[config.mk]
export PLATFORM = sky130hd
export DESIGN_NAME = instr_field_decoder
export DESIGN_NICKNAME = d
export VERILOG_FILES = /design/src/design/decode_pkg.sv /design/src/design/instr_field_decoder.sv
export SDC_FILE = /design/constraint.sdc
export NUM_CORES = 1
export LEC_CHECK = 0
export BUFFER_PORTS_ARGS = -buffer_cell sky130_fd_sc_hd__buf_2
export CORE_MARGIN = 2
export CORE_UTILIZATION = 33
export DETAILED_ROUTE_END_ITERATION = 10
export GPL_TIMING_DRIVEN = 0
export PLACE_DENSITY = 0.87
export SYNTH_ARGS = -nofsm -noshare
export SYNTH_HDL_FRONTEND = slang
export SYNTH_SLANG_ARGS = --single-unit
[constraint.sdc]
create_clock -name vclk -period 1.6
set_input_delay 0.32 -clock vclk [all_inputs]
set_output_delay 0.32 -clock vclk [all_outputs]
set_load 0.05 [all_outputs]
[src/design/decode_pkg.sv]
// shared types of the decode stage; RV64IM major opcodes only, compressed instructions are not decoded
package decode_pkg;

    // datapath widths
    localparam int XLEN       = 64;
    localparam int INSTR_W    = 32;
    localparam int REG_ADDR_W = 5;
    localparam int NUM_REGS   = 32;

    // instruction field widths
    localparam int OPCODE_W = 7;
    localparam int FUNCT3_W = 3;
    localparam int FUNCT7_W = 7;

    // the thirteen major opcodes that the stage accepts
    typedef enum logic [OPCODE_W-1:0] {
        OP        = 7'b0110011,
        OP_32     = 7'b0111011,
        JALR      = 7'b1100111,
        LOAD      = 7'b0000011,
        OP_IMM    = 7'b0010011,
        OP_IMM_32 = 7'b0011011,
        STORE     = 7'b0100011,
        BRANCH    = 7'b1100011,
        LUI       = 7'b0110111,
        AUIPC     = 7'b0010111,
        JAL       = 7'b1101111,
        // fence, fence.i
        MISC_MEM  = 7'b0001111,
        // ecall, ebreak, csr ops
        SYSTEM    = 7'b1110011
    } opcode_e;

    // base instruction formats
    // FMT_R doubles as the format of an illegal opcode
    typedef enum logic [2:0] {
        FMT_R = 3'd0,
        FMT_I = 3'd1,
        FMT_S = 3'd2,
        FMT_B = 3'd3,
        FMT_U = 3'd4,
        FMT_J = 3'd5
    } fmt_e;

    // decoder output
    // opcode kept raw so an illegal value is still visible downstream
    typedef struct packed {
        logic [OPCODE_W-1:0]   opcode;
        logic [FUNCT3_W-1:0]   funct3;
        logic [FUNCT7_W-1:0]   funct7;
        // unused indices are already zeroed here
        logic [REG_ADDR_W-1:0] rd;
        logic [REG_ADDR_W-1:0] rs1;
        logic [REG_ADDR_W-1:0] rs2;
        fmt_e                  fmt;
        logic                  illegal;
    } fields_t;

    // registered bundle toward execute
    // every member belongs to the same instruction
    typedef struct packed {
        fields_t         fields;
        logic [XLEN-1:0] imm;
        logic [XLEN-1:0] pc;
        logic [XLEN-1:0] rs1_data;
        logic [XLEN-1:0] rs2_data;
    } decoded_t;

    // writeback port into the register file
    // rd of zero is dropped by the register file
    typedef struct packed {
        logic                  en;
        logic [REG_ADDR_W-1:0] rd;
        logic [XLEN-1:0]       data;
    } wb_t;

endpackage
[src/design/instr_field_decoder.sv]
// purely combinational; any major opcode outside the 13 of opcode_e is flagged illegal, funct7 sub-ops are not checked
`timescale 1ns/1ps

module instr_field_decoder (
    input  logic [decode_pkg::INSTR_W-1:0] instr,
    output decode_pkg::fields_t            fields
);
    import decode_pkg::*;

    // major opcode, cast so the case items read as names
    opcode_e op;

    // raw register indices at their fixed positions
    logic [REG_ADDR_W-1:0] raw_rd;
    logic [REG_ADDR_W-1:0] raw_rs1;
    logic [REG_ADDR_W-1:0] raw_rs2;

    assign op      = opcode_e'(instr[6:0]);
    assign raw_rd  = instr[11:7];
    assign raw_rs1 = instr[19:15];
    assign raw_rs2 = instr[24:20];

    always_comb begin
        // fixed positions for every format
        fields.opcode  = instr[6:0];
        fields.funct3  = instr[14:12];
        fields.funct7  = instr[31:25];
        fields.rd      = raw_rd;
        fields.rs1     = raw_rs1;
        fields.rs2     = raw_rs2;
        fields.fmt     = FMT_R;
        fields.illegal = 1'b0;

        case (op)
            // register-register alu, mul/div included
            OP, OP_32: begin
                fields.fmt = FMT_R;
            end

            // loads, alu immediates, jalr, system
            // bits 24..20 belong to the immediate or csr address
            JALR, LOAD, OP_IMM, OP_IMM_32, SYSTEM: begin
                fields.fmt = FMT_I;
                fields.rs2 = '0;
            end

            // fence carries no register operands in use
            MISC_MEM: begin
                fields.fmt = FMT_I;
                fields.rd  = '0;
                fields.rs1 = '0;
                fields.rs2 = '0;
            end

            // stores
            // bits 11..7 are the low immediate, not a destination
            STORE: begin
                fields.fmt = FMT_S;
                fields.rd  = '0;
            end

            // conditional branches, no destination
            BRANCH: begin
                fields.fmt = FMT_B;
                fields.rd  = '0;
            end

            // lui, auipc
            // upper immediate covers both source fields
            LUI, AUIPC: begin
                fields.fmt = FMT_U;
                fields.rs1 = '0;
                fields.rs2 = '0;
            end

            // jal
            JAL: begin
                fields.fmt = FMT_J;
                fields.rs1 = '0;
                fields.rs2 = '0;
            end

            // anything else
            // R keeps the immediate generator at zero
            default: begin
                fields.fmt     = FMT_R;
                fields.illegal = 1'b1;
            end
        endcase
    end

    // the immediate generator relies on this to give a zero immediate
    always_comb begin
        if (fields.illegal) begin
            assert (fields.fmt == FMT_R)
                else $error("illegal opcode %b decoded with fmt %0d", instr[6:0], fields.fmt);
        end
    end

endmodule

==> impl_metrics.json <==
{
  "rsz0062_at_grt": "true",
  "core_um2": 1350,
  "postCtsHoldBufs": 0,
  "synthTopCellsByArea": "buf_4 (26%), and2_1 (7.6%), and2b_1 (7.6%), nor2b_1 (7.6%), a2111oi_4 (5.6%)",
  "setup_slack_ps": -205.0,
  "synth.yosys.warnings": 0,
  "areaGrowthSynthToFinish_pct": 132.2,
  "postRouteWirelength_mm": 1.970,
  "grt-ovfl-total": 0,
  "fmax_mhz": 554.0,
  "placed_area_um2": 889.6,
  "hold_violations": 0,
  "ant_nets": 0,
  "yosysMostFrequentCell": "buf_4",
  "nClkBuffers": 0,
  "grt_pass1_vias": 685,
  "cp_max_fo": 4,
  "ir_drop_uv": 219.3,
  "cap_violations": 0,
  "dp_cells": 145,
  "start_util_pct": 36.52,
  "post-dp-hpwl_mm": 1.350,
  "synth_largest_area_cell": "buf_4",
  "grt_first_pass_wirelength_mm": 2.946,
  "total_power_w": 0.0004729,
  "fin_area_um2": 1145,
  "vias": 732,
  "drc": 0,
  "period_minus_slack_ps": 1805,
  "setup_viol": 17,
  "postSynthCellCount": 72,
  "synthTopCellsByCount": "buf_4 (17), and2_1 (6), nor2b_1 (6)",
  "gp_congestion": 0.7886,
  "violations": "setup timing",
  "grt.total_usage_pct": 20.17,
  "post-route-period-util_pct": 112.8,
  "die_y_um": 42.65,
  "min_path_type": "input pin to output pin",
  "relSlewSlack_pct": 82.24,
  "antennaDiodeCount": 0,
  "fin_hold_ws_ps": 941.6,
  "antenna_found_initial": 0,
  "viasPerCell": 4.784,
  "multi_input_area_um2": 452.9,
  "path_class": "input pin to output pin",
  "post_drt_wl_per_cell_um": 12.88,
  "numPortBuffers": 58,
  "required_ps": 1280,
  "grt_start_max_net_pins": 11,
  "outcome": "finished, violations left",
  "num-fill-cells": 74,
  "drive_above_1_share_pct": 83.33,
  "avgSynthCellArea_um2": 6.847,
  "rows": 13,
  "synth.distinct_cells": 24,
  "syn_area_um2": 493.0,
  "critPathLaunchType": "input pin",
  "final_nets": 172,
  "drv_slew": 0,
  "die_w_um": 42.65,
  "tightest_slew_ps": 262.8,
  "die-area_um2": 1819,
  "first_pass_iters": 4,
  "crit_arrival_ps": 1490,
  "ios": 68,
  "synth_nets": 104,
  "yosys.area.top_type_share_pct": 25.89,
  "seq_cells": 0,
  "end_kind": "output pin",
  "ff_latch_area_um2": 0,
  "p_per_area_nw_per_um2": 413.0,
  "drt_iter0_drc": 10,
  "final_cells": 153,
  "yosysSeqAreaShare_pct": 0,
  "p_leak_nw": 0.5910,
  "place_ws_ps": -480.7
}
worst paths after layout:
| kind | start | end | slack, ps | cells after the start |
|---|---|---|---|---|
| hold / removal | instr[31] | fields[25] | 940 | 2 |
| setup / recovery | instr[3] | fields[6] | -210 | 7 |
final cells by class:
cell class / count / share of cell area, %
timing repair buffer: 66 / 44.70
multi-input combinational: 52 / 39.56
buffer: 20 / 14.10
tap: 15 / 1.639
power by group:
part	switching (W)	internal, W	total, W
Sequential	0	0	0
Clock	0	0	0
Combinational	0.000278	0.000195	0.000473
metrics by stage:
| step | TNS (ps) | util [%] |
|---|---|---|
| floorplan | -778.3 | - |
| global placement | -4983 | 65.89 |
| detailed placement | -5758 | 65.89 |
| CTS | -3201 | 82.30 |
| global route | -3595 | 84.80 |
| finish | -2605 | 84.80 |
worst max-delay path: stages:
cell and delay, ps:
buf_8 100, and3b_2 260, o21ai_2 80, a2111oi_4 310
buf_4 220, nor2b_4 50, buf_6 150
per-layer routing:
layer  vias up  GRT usage (%)  part of all wire, %
met5         -              0                    0
met4         0          3.750                  1.7
met3         4          2.128                  7.1
met2        43          41.52                   57
met1       324          21.27                   34
li1        361              -                    -
what timing repair did:
action | CTS | global route
pin swaps | 12 | 4
buffers inserted | 8 | 0
cloned | 0 | 0
gates resized for setup | 50 | 10
endpoints found under the setup margin | 18 | 18
layout by cell type, fill, tap and decap left out, drive strengths merged:
master and instances:
buf 85, and2 6, nor2b 6, nor2 6, nand2 5, and2b 5, o21ai 4, a21oi 4
nand2b 2, nor3b 2, nand3 2, and3b 2, a211oi 2, a31oi 1, or3 1, nor3 1
a2111oi 1, o22a 1, nor4bb 1, clkbuf 1
logic make-up after synthesis:
logic type / after synthesis / synth area share (%)
buffers and inverters: 20 / 30.20
AO/OA/AOI/OAI: 13 / 20.56
AND/OR/NAND/NOR: 39 / 49.24
Note: power is estimated with default switching activity, not from simulation.
