File: src/design/decode_pkg.sv
// shared types of the decode stage; RV64IM major opcodes only, compressed instructions are not decoded
package decode_pkg;

    // datapath widths
    localparam int XLEN       = 64;
    localparam int INSTR_W    = 32;
    localparam int REG_ADDR_W = 5;
    localparam int NUM_REGS   = 32;

    // instruction field widths
    localparam int OPCODE_W = 7;
    localparam int FUNCT3_W = 3;
    localparam int FUNCT7_W = 7;

    // the thirteen major opcodes that the stage accepts
    typedef enum logic [OPCODE_W-1:0] {
        OP        = 7'b0110011,
        OP_32     = 7'b0111011,
        JALR      = 7'b1100111,
        LOAD      = 7'b0000011,
        OP_IMM    = 7'b0010011,
        OP_IMM_32 = 7'b0011011,
        STORE     = 7'b0100011,
        BRANCH    = 7'b1100011,
        LUI       = 7'b0110111,
        AUIPC     = 7'b0010111,
        JAL       = 7'b1101111,
        // fence, fence.i
        MISC_MEM  = 7'b0001111,
        // ecall, ebreak, csr ops
        SYSTEM    = 7'b1110011
    } opcode_e;

    // base instruction formats
    // FMT_R doubles as the format of an illegal opcode
    typedef enum logic [2:0] {
        FMT_R = 3'd0,
        FMT_I = 3'd1,
        FMT_S = 3'd2,
        FMT_B = 3'd3,
        FMT_U = 3'd4,
        FMT_J = 3'd5
    } fmt_e;

    // decoder output
    // opcode kept raw so an illegal value is still visible downstream
    typedef struct packed {
        logic [OPCODE_W-1:0]   opcode;
        logic [FUNCT3_W-1:0]   funct3;
        logic [FUNCT7_W-1:0]   funct7;
        // unused indices are already zeroed here
        logic [REG_ADDR_W-1:0] rd;
        logic [REG_ADDR_W-1:0] rs1;
        logic [REG_ADDR_W-1:0] rs2;
        fmt_e                  fmt;
        logic                  illegal;
    } fields_t;

    // registered bundle toward execute
    // every member belongs to the same instruction
    typedef struct packed {
        fields_t         fields;
        logic [XLEN-1:0] imm;
        logic [XLEN-1:0] pc;
        logic [XLEN-1:0] rs1_data;
        logic [XLEN-1:0] rs2_data;
    } decoded_t;

    // writeback port into the register file
    // rd of zero is dropped by the register file
    typedef struct packed {
        logic                  en;
        logic [REG_ADDR_W-1:0] rd;
        logic [XLEN-1:0]       data;
    } wb_t;

endpackage
File: src/design/imm_generator.sv
// combinational; trusts fmt from the field decoder, shift amounts come out as plain I immediates
`timescale 1ns/1ps

module imm_generator (
    input  logic [decode_pkg::INSTR_W-1:0] instr,
    input  decode_pkg::fmt_e               fmt,
    output logic [decode_pkg::XLEN-1:0]    imm
);
    import decode_pkg::*;

    // instruction sign bit, shared by every format
    logic sign;

    assign sign = instr[31];

    always_comb begin
        case (fmt)
            // 12 bit, loads, alu immediates, jalr, csr address
            FMT_I: begin
                imm = {{(XLEN - 12){sign}}, instr[31:20]};
            end

            // 12 bit split around rd
            FMT_S: begin
                imm = {{(XLEN - 12){sign}}, instr[31:25], instr[11:7]};
            end

            // 13 bit branch offset, halfword aligned
            FMT_B: begin
                imm = {{(XLEN - 12){sign}}, instr[7], instr[30:25], instr[11:8], 1'b0};
            end

            // upper 20 bits, sign goes on above bit 31
            FMT_U: begin
                imm = {{(XLEN - 32){sign}}, instr[31:12], 12'b0};
            end

            // 21 bit jump offset, halfword aligned
            FMT_J: begin
                imm = {{(XLEN - 20){sign}}, instr[19:12], instr[20], instr[30:21], 1'b0};
            end

            // register ops and illegal opcodes
            default: begin
                imm = '0;
            end
        endcase
    end

    // control transfer targets must stay halfword aligned
    always_comb begin
        if (fmt == FMT_B || fmt == FMT_J) begin
            assert (imm[0] == 1'b0)
                else $error("odd branch/jump offset %h for fmt %0d", imm, fmt);
        end
    end

endmodule

File: config.mk
export PLATFORM = sky130hd
export DESIGN_NAME = imm_generator
export DESIGN_NICKNAME = d
export VERILOG_FILES = /design/src/design/decode_pkg.sv /design/src/design/imm_generator.sv
export SDC_FILE = /design/constraint.sdc
export NUM_CORES = 1
export LEC_CHECK = 0
export BUFFER_PORTS_ARGS = -buffer_cell sky130_fd_sc_hd__buf_2
export CORE_MARGIN = 2
export CORE_UTILIZATION = 36
export DETAILED_ROUTE_END_ITERATION = 6
export PLACE_DENSITY = 0.9
export SYNTH_ARGS = -nofsm -noshare
export SYNTH_HDL_FRONTEND = slang
export SYNTH_SLANG_ARGS = --single-unit
File: constraint.sdc
create_clock -name vclk -period 6.5
set_input_delay 0.65 -clock vclk [all_inputs]
set_output_delay 0.65 -clock vclk [all_outputs]
set_load 0.01 [all_outputs]
==> results of run 1 <==
## layer usage
metal	wire [um]	GRT usage (%)	share of wire [%]	up-vias
met1	849	17.4	42	391
met5	0	0	0	-
met2	856	25.4	43	74
met4	0	0	0	0
met3	303	2.38	15	0
li1	-	-	-	448
## cells by family after synthesis
kind of cell / Yosys count / share of synthesized area (%)
buffers and inverters: 43 / 39.7
muxes: 1 / 1.30
and+or+nand+nor: 37 / 37.0
AOI/OAI and AO/OA: 21 / 22.0
## final cells by class
| type | count | area, um2 |
|---|---|---|
| Fill cell | 208 | 1030 |
| Multi-Input combinational cell | 59 | 470 |
| Timing Repair Buffer | 93 | 468 |
| Tap cell | 27 | 33.8 |
| Inverter | 1 | 3.75 |
## cell usage after synthesis (all sizes together)
library cell / instances / area share, %
a211oi: 1 / 0.97
nand3: 11 / 7.1
o211ai: 1 / 0.97
nand4bb: 12 / 18
nand3b: 4 / 3.9
nor2b: 2 / 1.9
a22o: 3 / 3.4
nand4b: 1 / 1.1
inv: 1 / 0.49
nand2: 1 / 0.49
a21oi: 1 / 0.65
a21boi: 6 / 5.8
nor3: 1 / 0.65
and2b: 1 / 0.97
clkbuf: 2 / 1.1
o2bb2ai: 9 / 10
buf: 40 / 38
nor2: 1 / 0.81
mux2i: 1 / 1.3
nand2b: 3 / 2.4
## path summary, 6_finish.rpt
path / startpoint / slack (ns) / endpoint
worst max-delay path: fmt[1] / 4.16 / imm[27]
worst min-delay path: instr[12] / 1.59 / imm[12]
## metrics by stage
| stage | cell area (um2) | total power (uW) | hold WS, ns | utilization, % | instances |
|---|---|---|---|---|---|
| after floorplan | 772 | 65.6 | 1.43 | - | 102 |
| after global placement | 976 | 80.9 | 1.59 | 48.8 | 180 |
| after detailed placement | 976 | 81.9 | 1.59 | 48.8 | 180 |
| after CTS | 976 | 82.2 | 1.59 | 48.8 | 180 |
| after global routing | 976 | 88.8 | 1.61 | 48.8 | 180 |
| final | 976 | 81.8 | 1.59 | 48.8 | 180 |
## layout by cell type (no fill, tap or decap), drive strengths merged
cell type	instances
nor3	1
nand4b	1
nand3	11
and2b	1
mux2i	1
nand2b	3
o2bb2ai	9
inv	1
nor2	1
o211ai	1
nand4bb	12
a211oi	1
a21boi	6
buf	93
nand3b	4
nor2b	2
a21oi	1
nand2	1
a22o	3
## where the power goes
part	leakage, uW	internal [uW]	switching, uW
registers	0	0	0
clock network	0	0	0
logic	0.000578	36.4	45.3
==> impl_metrics.csv, run 1 <==
group,metric,value,unit
outcome,run_status,"finished clean",
cells_and_area,area.sequential,0,um2
worst_setup_path,worstSetupPathDepth,4,
grt,grt_first_pass_wirelength,2.97,mm
grt,grt_overflow,0,
cells_and_area,finish.net_count,190,
grt,grt_pass1_vias,695,
route,avgRoutedWirePerCell,11.2,um
route,wirelength_routed,2.01,mm
power_and_ir_drop,vdd.ir_drop.worst,0.0000520,V
route,drtIter0Drc,17,
timing,drv_slew,0,
power_and_ir_drop,power_density,83.8,nW/um2
cells_and_area,clock_buffer_count,0,
synth,syn_area,772,um2
worst_setup_path,critical-path-slowest-cell,"sky130_fd_sc_hd__nand3b_1",
timing,setup_ws_final,4.16,ns
worst_setup_path,crit_family,"simple AND/OR/NAND/NOR gates",
grt,grt_max_degree,34,
floorplanning,die_w,50.3,um
floorplanning,dieArea,2530,um2
timing,relSlewSlack,71.6,%
synth,yosysWarnings,0,
worst_setup_path,crit_type,"input port to primary output",
grt,antenna_violations_before_repair,0,
worst_setup_path,crit_end_category,"primary output",
timing,layout_worst_path_cycle_share,36.0,%
power_and_ir_drop,cellLeakagePower,0.000578,uW
timing,aggregate_negative_setup_slack,0,ns
cells_and_area,drive_gt1_share,62.7,%
worst_hold_path,hold_path_depth,3,
place,gp_congestion,0.660,
synth,synth.yosys.seq_area_share,0,%
synth,postSynthAreaPerCell,7.57,um2
worst_setup_path,required,5.85,ns
route,dr_total_vias,913,
worst_setup_path,startpoint_type,"input port",
cells_and_area,n_antenna_cell,0,
synth,netlist-cell-type-count,25,
timing,unrepaired_setup_endpoints_after_global_routing,"no",
place,hpwl_after_dpl,1.55,mm
timing,hold_viol,0,
floorplanning,design.core.area,2000,um2
clock_network,post_cts_resize_count,0,
synth,syn-num-nets,137,
clock_network,post_cts_setup_buffers,0,
synth,post_synth_inst_count,102,
route,vias_per_cell,5.07,
worst_setup_path,worstPathArrival,1.69,ns
route,drcViolationCount,0,
timing,worstMarginPinSlew,0.424,ns
floorplanning,starting_density_of_the_core,38.6,%
grt,track_usage,13.7,%
timing,timing.fmax,427,MHz
worst_setup_path,timing.critical_path.buf_inv,2,
worst_setup_path,critical_path_most_common_cell,"sky130_fd_sc_hd__buf_2",
floorplanning,num_rows,16,
cells_and_area,syn2layout_area_growth,26.4,%
timing,setup_viol_count_final,0,
worst_setup_path,critPathMaxFanout,26,
timing,fin_crit,2.34,ns
place,placement.setup.worst_slack,4.17,ns
route,first_pass_iters,4,
worst_setup_path,timing.critical_path.slowest_cell_delay,0.39,ns
floorplanning,dieHeight,50.3,um
floorplanning,design.portCount,99,
route,drtAntennaViolNets,0,
worst_setup_path,crit_path_cell_trace,"buf_2, nand3b_1, nand3_1, buf_2",
clock_network,post_cts_hold_fix_bufs,0,
worst_hold_path,min_path_type,"input port to primary output",
cells_and_area,nFlopsAndLatches,0,
run,max_cap_violations,0,
place,port-buffer-count,92,
(Power assumes the default switching activity.)
==> run 2, diff against run 1 <==
--- a/config.mk
+++ b/config.mk
@@ -7,9 +7,9 @@
 export LEC_CHECK = 0
 export BUFFER_PORTS_ARGS = -buffer_cell sky130_fd_sc_hd__buf_2
 export CORE_MARGIN = 2
-export CORE_UTILIZATION = 36
+export CORE_UTILIZATION = 34
 export DETAILED_ROUTE_END_ITERATION = 6
-export PLACE_DENSITY = 0.9
+export PLACE_DENSITY = 0.85
 export SYNTH_ARGS = -nofsm -noshare
 export SYNTH_HDL_FRONTEND = slang
 export SYNTH_SLANG_ARGS = --single-unit
==> constraint.sdc (replaced) <==
create_clock -name vclk -period 2.4
set_input_delay 0.24 -clock vclk [all_inputs]
set_output_delay 0.24 -clock vclk [all_outputs]
set_load 0.01 [all_outputs]
==> run 2 against run 1 <==
  * Cell area grew 0.13%
  * First-iteration DRC count decreased by 47%
  * Sequential share of layout area stayed put
  * Flip-flop and latch count unchanged
  * Die area increased by 5.4%
  * Critical path depth stayed put
  * Largest power group unchanged
==> impl_metrics.csv, run 2 (synthesis results as in run 1) <==
group,metric,value,unit
outcome,run_status,"finished clean",
power_and_ir_drop,cellInternalPower,98.7,uW
place,port-buffer-count,92,
cells_and_area,finish.net_count,190,
worst_setup_path,worstSetupPathDepth,4,
worst_setup_path,timing.critical_path.slowest_cell_delay,0.39,ns
timing,hold_viol,0,
worst_setup_path,critical-path-slowest-cell,"sky130_fd_sc_hd__nand3b_1",
cells_and_area,nFlopsAndLatches,0,
worst_setup_path,critical_path_most_common_cell,"sky130_fd_sc_hd__buf_2",
route,avgRoutedWirePerCell,10.9,um
grt,grt_pass1_vias,679,
worst_setup_path,timing.critical_path.buf_inv,2,
route,drcViolationCount,0,
timing,layout_worst_path_cycle_share,63.9,%
cells_and_area,n_antenna_cell,0,
timing,relSlewSlack,71.6,%
cells_and_area,final_core_utilization,45.0,%
power_and_ir_drop,combinationalPowerShare,100.0,%
timing,unrepaired_setup_endpoints_after_global_routing,"no",
grt,grt_max_degree,34,
worst_setup_path,required,2.16,ns
timing,aggregate_negative_setup_slack,0,ns
grt,grt_first_pass_wirelength,2.86,mm
cells_and_area,syn2layout_area_growth,26.6,%
place,gp_congestion,0.694,
worst_setup_path,worstPathArrival,1.29,ns
timing,fin_crit,1.53,ns
floorplanning,dieHeight,51.7,um
route,drtAntennaViolNets,0,
route,wirelength_routed,1.97,mm
cells_and_area,area.sequential,0,um2
place,placement.setup.worst_slack,0.892,ns
route,vias_per_cell,5.01,
cells_and_area,clock_buffer_count,0,
place,hpwl_after_dpl,1.55,mm
clock_network,post_cts_resize_count,0,
worst_setup_path,crit_path_cell_trace,"buf_2, nand3b_1, nand3_1, buf_2",
floorplanning,die_w,51.7,um
power_and_ir_drop,swShare,55.4,%
worst_setup_path,crit_end_category,"primary output",
timing,setup_viol_count_final,0,
timing,drv_slew,0,
timing,worstMarginPinSlew,0.425,ns
route,first_pass_iters,4,
grt,grt_overflow,0,
worst_setup_path,crit_family,"simple AND/OR/NAND/NOR gates",
worst_setup_path,startpoint_type,"input port",
floorplanning,num_rows,17,
power_and_ir_drop,share_seq_of_total_power,0,%
worst_hold_path,min_path_type,"input port to primary output",
clock_network,post_cts_setup_buffers,0,
power_and_ir_drop,cellLeakagePower,0.000578,uW
power_and_ir_drop,vdd.ir_drop.worst,0.000117,V
floorplanning,design.portCount,99,
grt,antenna_violations_before_repair,0,
cells_and_area,final_common_cell,"sky130_fd_sc_hd__buf_2",
power_and_ir_drop,power_switching,123,uW
timing,hold_slack,0.778,ns
floorplanning,starting_density_of_the_core,35.6,%
route,dr_total_vias,907,
power_and_ir_drop,p_clk_share,0,%
route,drtIter0Drc,9,
floorplanning,design.core.area,2170,um2
worst_hold_path,hold_path_depth,3,
grt,track_usage,12.9,%
cells_and_area,most_used_cells_in_the_layout_excluding_fill_and_tap_cells,"sky130_fd_sc_hd__buf_2 (92), sky130_fd_sc_hd__nand4bb_1 (12), sky130_fd_sc_hd__nand3_1 (11)",
cells_and_area,drive_gt1_share,62.7,%
clock_network,post_cts_hold_fix_bufs,0,
worst_setup_path,crit_type,"input port to primary output",
worst_setup_path,critPathMaxFanout,22,
run,max_cap_violations,0,
timing,setup_ws_final,0.866,ns
power_and_ir_drop,power_density,226,nW/um2
timing,timing.fmax,652,MHz
floorplanning,dieArea,2670,um2
==> run 2: cell counts in the layout (fill, tap and decap cells not counted) <==
No cell type changed its count.
==> run 2: power by group through the flow <==
stage | Clock, uW | Combinational (uW) | Sequential, uW
2_1_floorplan | 0 | 176 | 0
3_3_place_gp | 0 | 220 | 0
3_5_place_dp | 0 | 222 | 0
4_1_cts | 0 | 223 | 0
5_1_grt | 0 | 241 | 0
6_report | 0 | 221 | 0
==> run 2: worst paths after layout <==
check / start / end
max: fmt[0] / imm[20]
min: instr[17] / imm[17]
==> run 2: cell type report <==
type,instances,area [um2]
Tap cell,28,35.0
Inverter,1,3.75
Timing Repair Buffer,93,468
Fill cell,238,1190
Multi-Input combinational cell,59,470
==> run 2: stage by stage <==
stage | cells | area [um2] | power (uW)
floorplan | 102 | 777 | 176
finish | 181 | 977 | 221
detailed placement | 181 | 977 | 222
global placement | 181 | 977 | 220
CTS | 181 | 977 | 223
global route | 181 | 977 | 241
==> run 2: per-layer routing <==
metal | track usage (%) | wire (um) | up-vias
li1 | - | - | 450
met1 | 17.7 | 867 | 386
met2 | 23.5 | 808 | 71
met3 | 0.862 | 294 | 0
met4 | 0 | 0 | 0
met5 | 0 | 0 | -
==> run 3, diff against run 2 <==
==> constraint.sdc (replaced) <==
create_clock -name vclk -period 1.6
set_input_delay 0.16 -clock vclk [all_inputs]
set_output_delay 0.16 -clock vclk [all_outputs]
set_load 0.01 [all_outputs]
==> run 3 against run 2 <==
  * Flip-flop and latch count stayed put
  * Critical endpoint is now imm[48]
  * Power increased by 53%
  * Setup slack got worse by 0.63 ns
  * Count of clock-buffer cells in the layout did not move
  * Via count grew 0.33%
  * Non-clock buffer count grew 2
  * Largest power group unchanged
  * First-iteration DRC count is 67% lower
  * Highest routed layer unchanged
  * Routed wire length up 1.6%
  * Hold slack got worse by 0.16 ns
  * Global-route usage up 0.49 points
==> impl_metrics.csv, run 3 (synthesis results as in run 1) <==
group,metric,value,unit
outcome,run_status,"finished clean",
route,dr_total_vias,910,
worst_setup_path,crit_type,"input port to primary output",
cells_and_area,final_common_cell,"sky130_fd_sc_hd__buf_2",
route,wl_met1,902,um
cells_and_area,most_used_cells_in_the_layout_excluding_fill_and_tap_cells,"sky130_fd_sc_hd__buf_2 (92), sky130_fd_sc_hd__nand4bb_1 (12), sky130_fd_sc_hd__nand3_1 (11)",
route,top_signal_layer_used,"met3",
floorplanning,dieHeight,51.7,um
timing,fin_crit,1.37,ns
grt,grt_overflow,0,
floorplanning,design.core.area,2170,um2
grt,grt_max_degree,34,
worst_setup_path,required,1.44,ns
worst_setup_path,crit_end_category,"primary output",
floorplanning,num_rows,17,
route,vias_per_cell,4.97,
worst_setup_path,crit_path_cell_trace,"buf_2, nor3_1, a211oi_4, buf_4, buf_2",
cells_and_area,finish.net_count,192,
clock_network,post_cts_hold_fix_bufs,0,
route,drcViolationCount,0,
timing,unrepaired_setup_endpoints_after_global_routing,"no",
cells_and_area,fillers,228,
grt,track_usage,13.4,%
timing,worstMarginPinSlew,0.397,ns
cells_and_area,area.sequential,0,um2
route,met2WireLength,813,um
place,hpwl_after_dpl,1.61,mm
cells_and_area,n_antenna_cell,0,
floorplanning,design.portCount,99,
worst_setup_path,critPathMaxFanout,33,
cells_and_area,syn2layout_area_growth,29.5,%
grt,grt_first_pass_wirelength,2.96,mm
route,drtIter0Drc,3,
route,first_pass_iters,3,
worst_setup_path,timing.critical_path.slowest_cell_delay,0.32,ns
route,met3RoutedLength,285,um
worst_setup_path,critical_path_most_common_cell,"sky130_fd_sc_hd__buf_2",
timing,aggregate_negative_setup_slack,0,ns
floorplanning,dieArea,2670,um2
power_and_ir_drop,vdd.ir_drop.worst,0.000165,V
place,gp_congestion,0.716,
run,max_cap_violations,0,
grt,grt_pass1_vias,706,
worst_setup_path,startpoint_type,"input port",
floorplanning,starting_density_of_the_core,35.6,%
route,wirelength_routed,2.00,mm
worst_setup_path,worstPathArrival,1.21,ns
timing,hold_viol,0,
timing,relSlewSlack,73.4,%
timing,drv_slew,0,
worst_setup_path,setup.worst_path.start,"fmt[1]",
route,avgRoutedWirePerCell,10.9,um
floorplanning,die_w,51.7,um
clock_network,post_cts_resize_count,0,
place,dp_cells,183,
cells_and_area,final_cell_count_no_fill,183,
worst_hold_path,min_from,"instr[14]",
place,port-buffer-count,92,
cells_and_area,clock_buffer_count,0,
timing,timing.fmax,731,MHz
timing,layout_worst_path_cycle_share,85.5,%
grt,antenna_violations_before_repair,0,
cells_and_area,area_of_the_multi_input_gates,478,um2
timing,setup_viol_count_final,0,
power_and_ir_drop,power_density,339,nW/um2
worst_setup_path,critical-path-slowest-cell,"sky130_fd_sc_hd__buf_2",
cells_and_area,drive_gt1_share,63.2,%
worst_hold_path,min_path_type,"input port to primary output",
power_and_ir_drop,cellLeakagePower,0.000589,uW
route,drtAntennaViolNets,0,
clock_network,post_cts_setup_buffers,0,
cells_and_area,nFlopsAndLatches,0,
-- run 3: cell types whose count changed in the layout (fill, tap and decap cells not counted), sizes merged --
cell,change
buf,+2
-- run 3: final cells by class --
class / instances / area share, %
tap: 28 / 3.50
multi-input combinational: 59 / 47.8
inverter: 1 / 0.375
timing repair buffer: 95 / 48.3
-- run 3: critical path: cells and delay by family --
kind                   cells  cell delay [ns]
AND/OR/NAND/NOR            1             0.14
AO/OA/AOI/OAI              1             0.16
buffers and inverters      3             0.75
-- run 3: per-layer routing --
layer,track usage [%],up-vias
met5,0,-
li1,-,450
met2,24.1,69
met1,18.6,391
met3,0.862,0
met4,0,0
-- run 3: power breakdown --
part | switching, uW | total (uW) | leakage, uW | internal, uW
clock | 0 | 0 | 0 | 0
combinational | 186 | 339 | 0.000589 | 152
sequential | 0 | 0 | 0 | 0
-- run 3: stage by stage --
stage | util [%] | power [uW] | instance area [um2] | hold slack, ns | setup WS, ns
6_report | 46.1 | 339 | 1000 | 0.616 | 0.232
5_1_grt | 46.1 | 371 | 1000 | 0.629 | 0.0967
4_1_cts | 46.1 | 341 | 1000 | 0.623 | 0.213
3_5_place_dp | 46.1 | 340 | 1000 | 0.621 | 0.212
3_3_place_gp | 46.1 | 337 | 1000 | 0.620 | 0.232
2_1_floorplan | - | 265 | 785 | 0.455 | 0.0000716
-- run 3: final timing paths --
check  endpoint  slack, ns  cells past startpoint
max     imm[48]       0.23                      5
min     imm[14]       0.62                      3
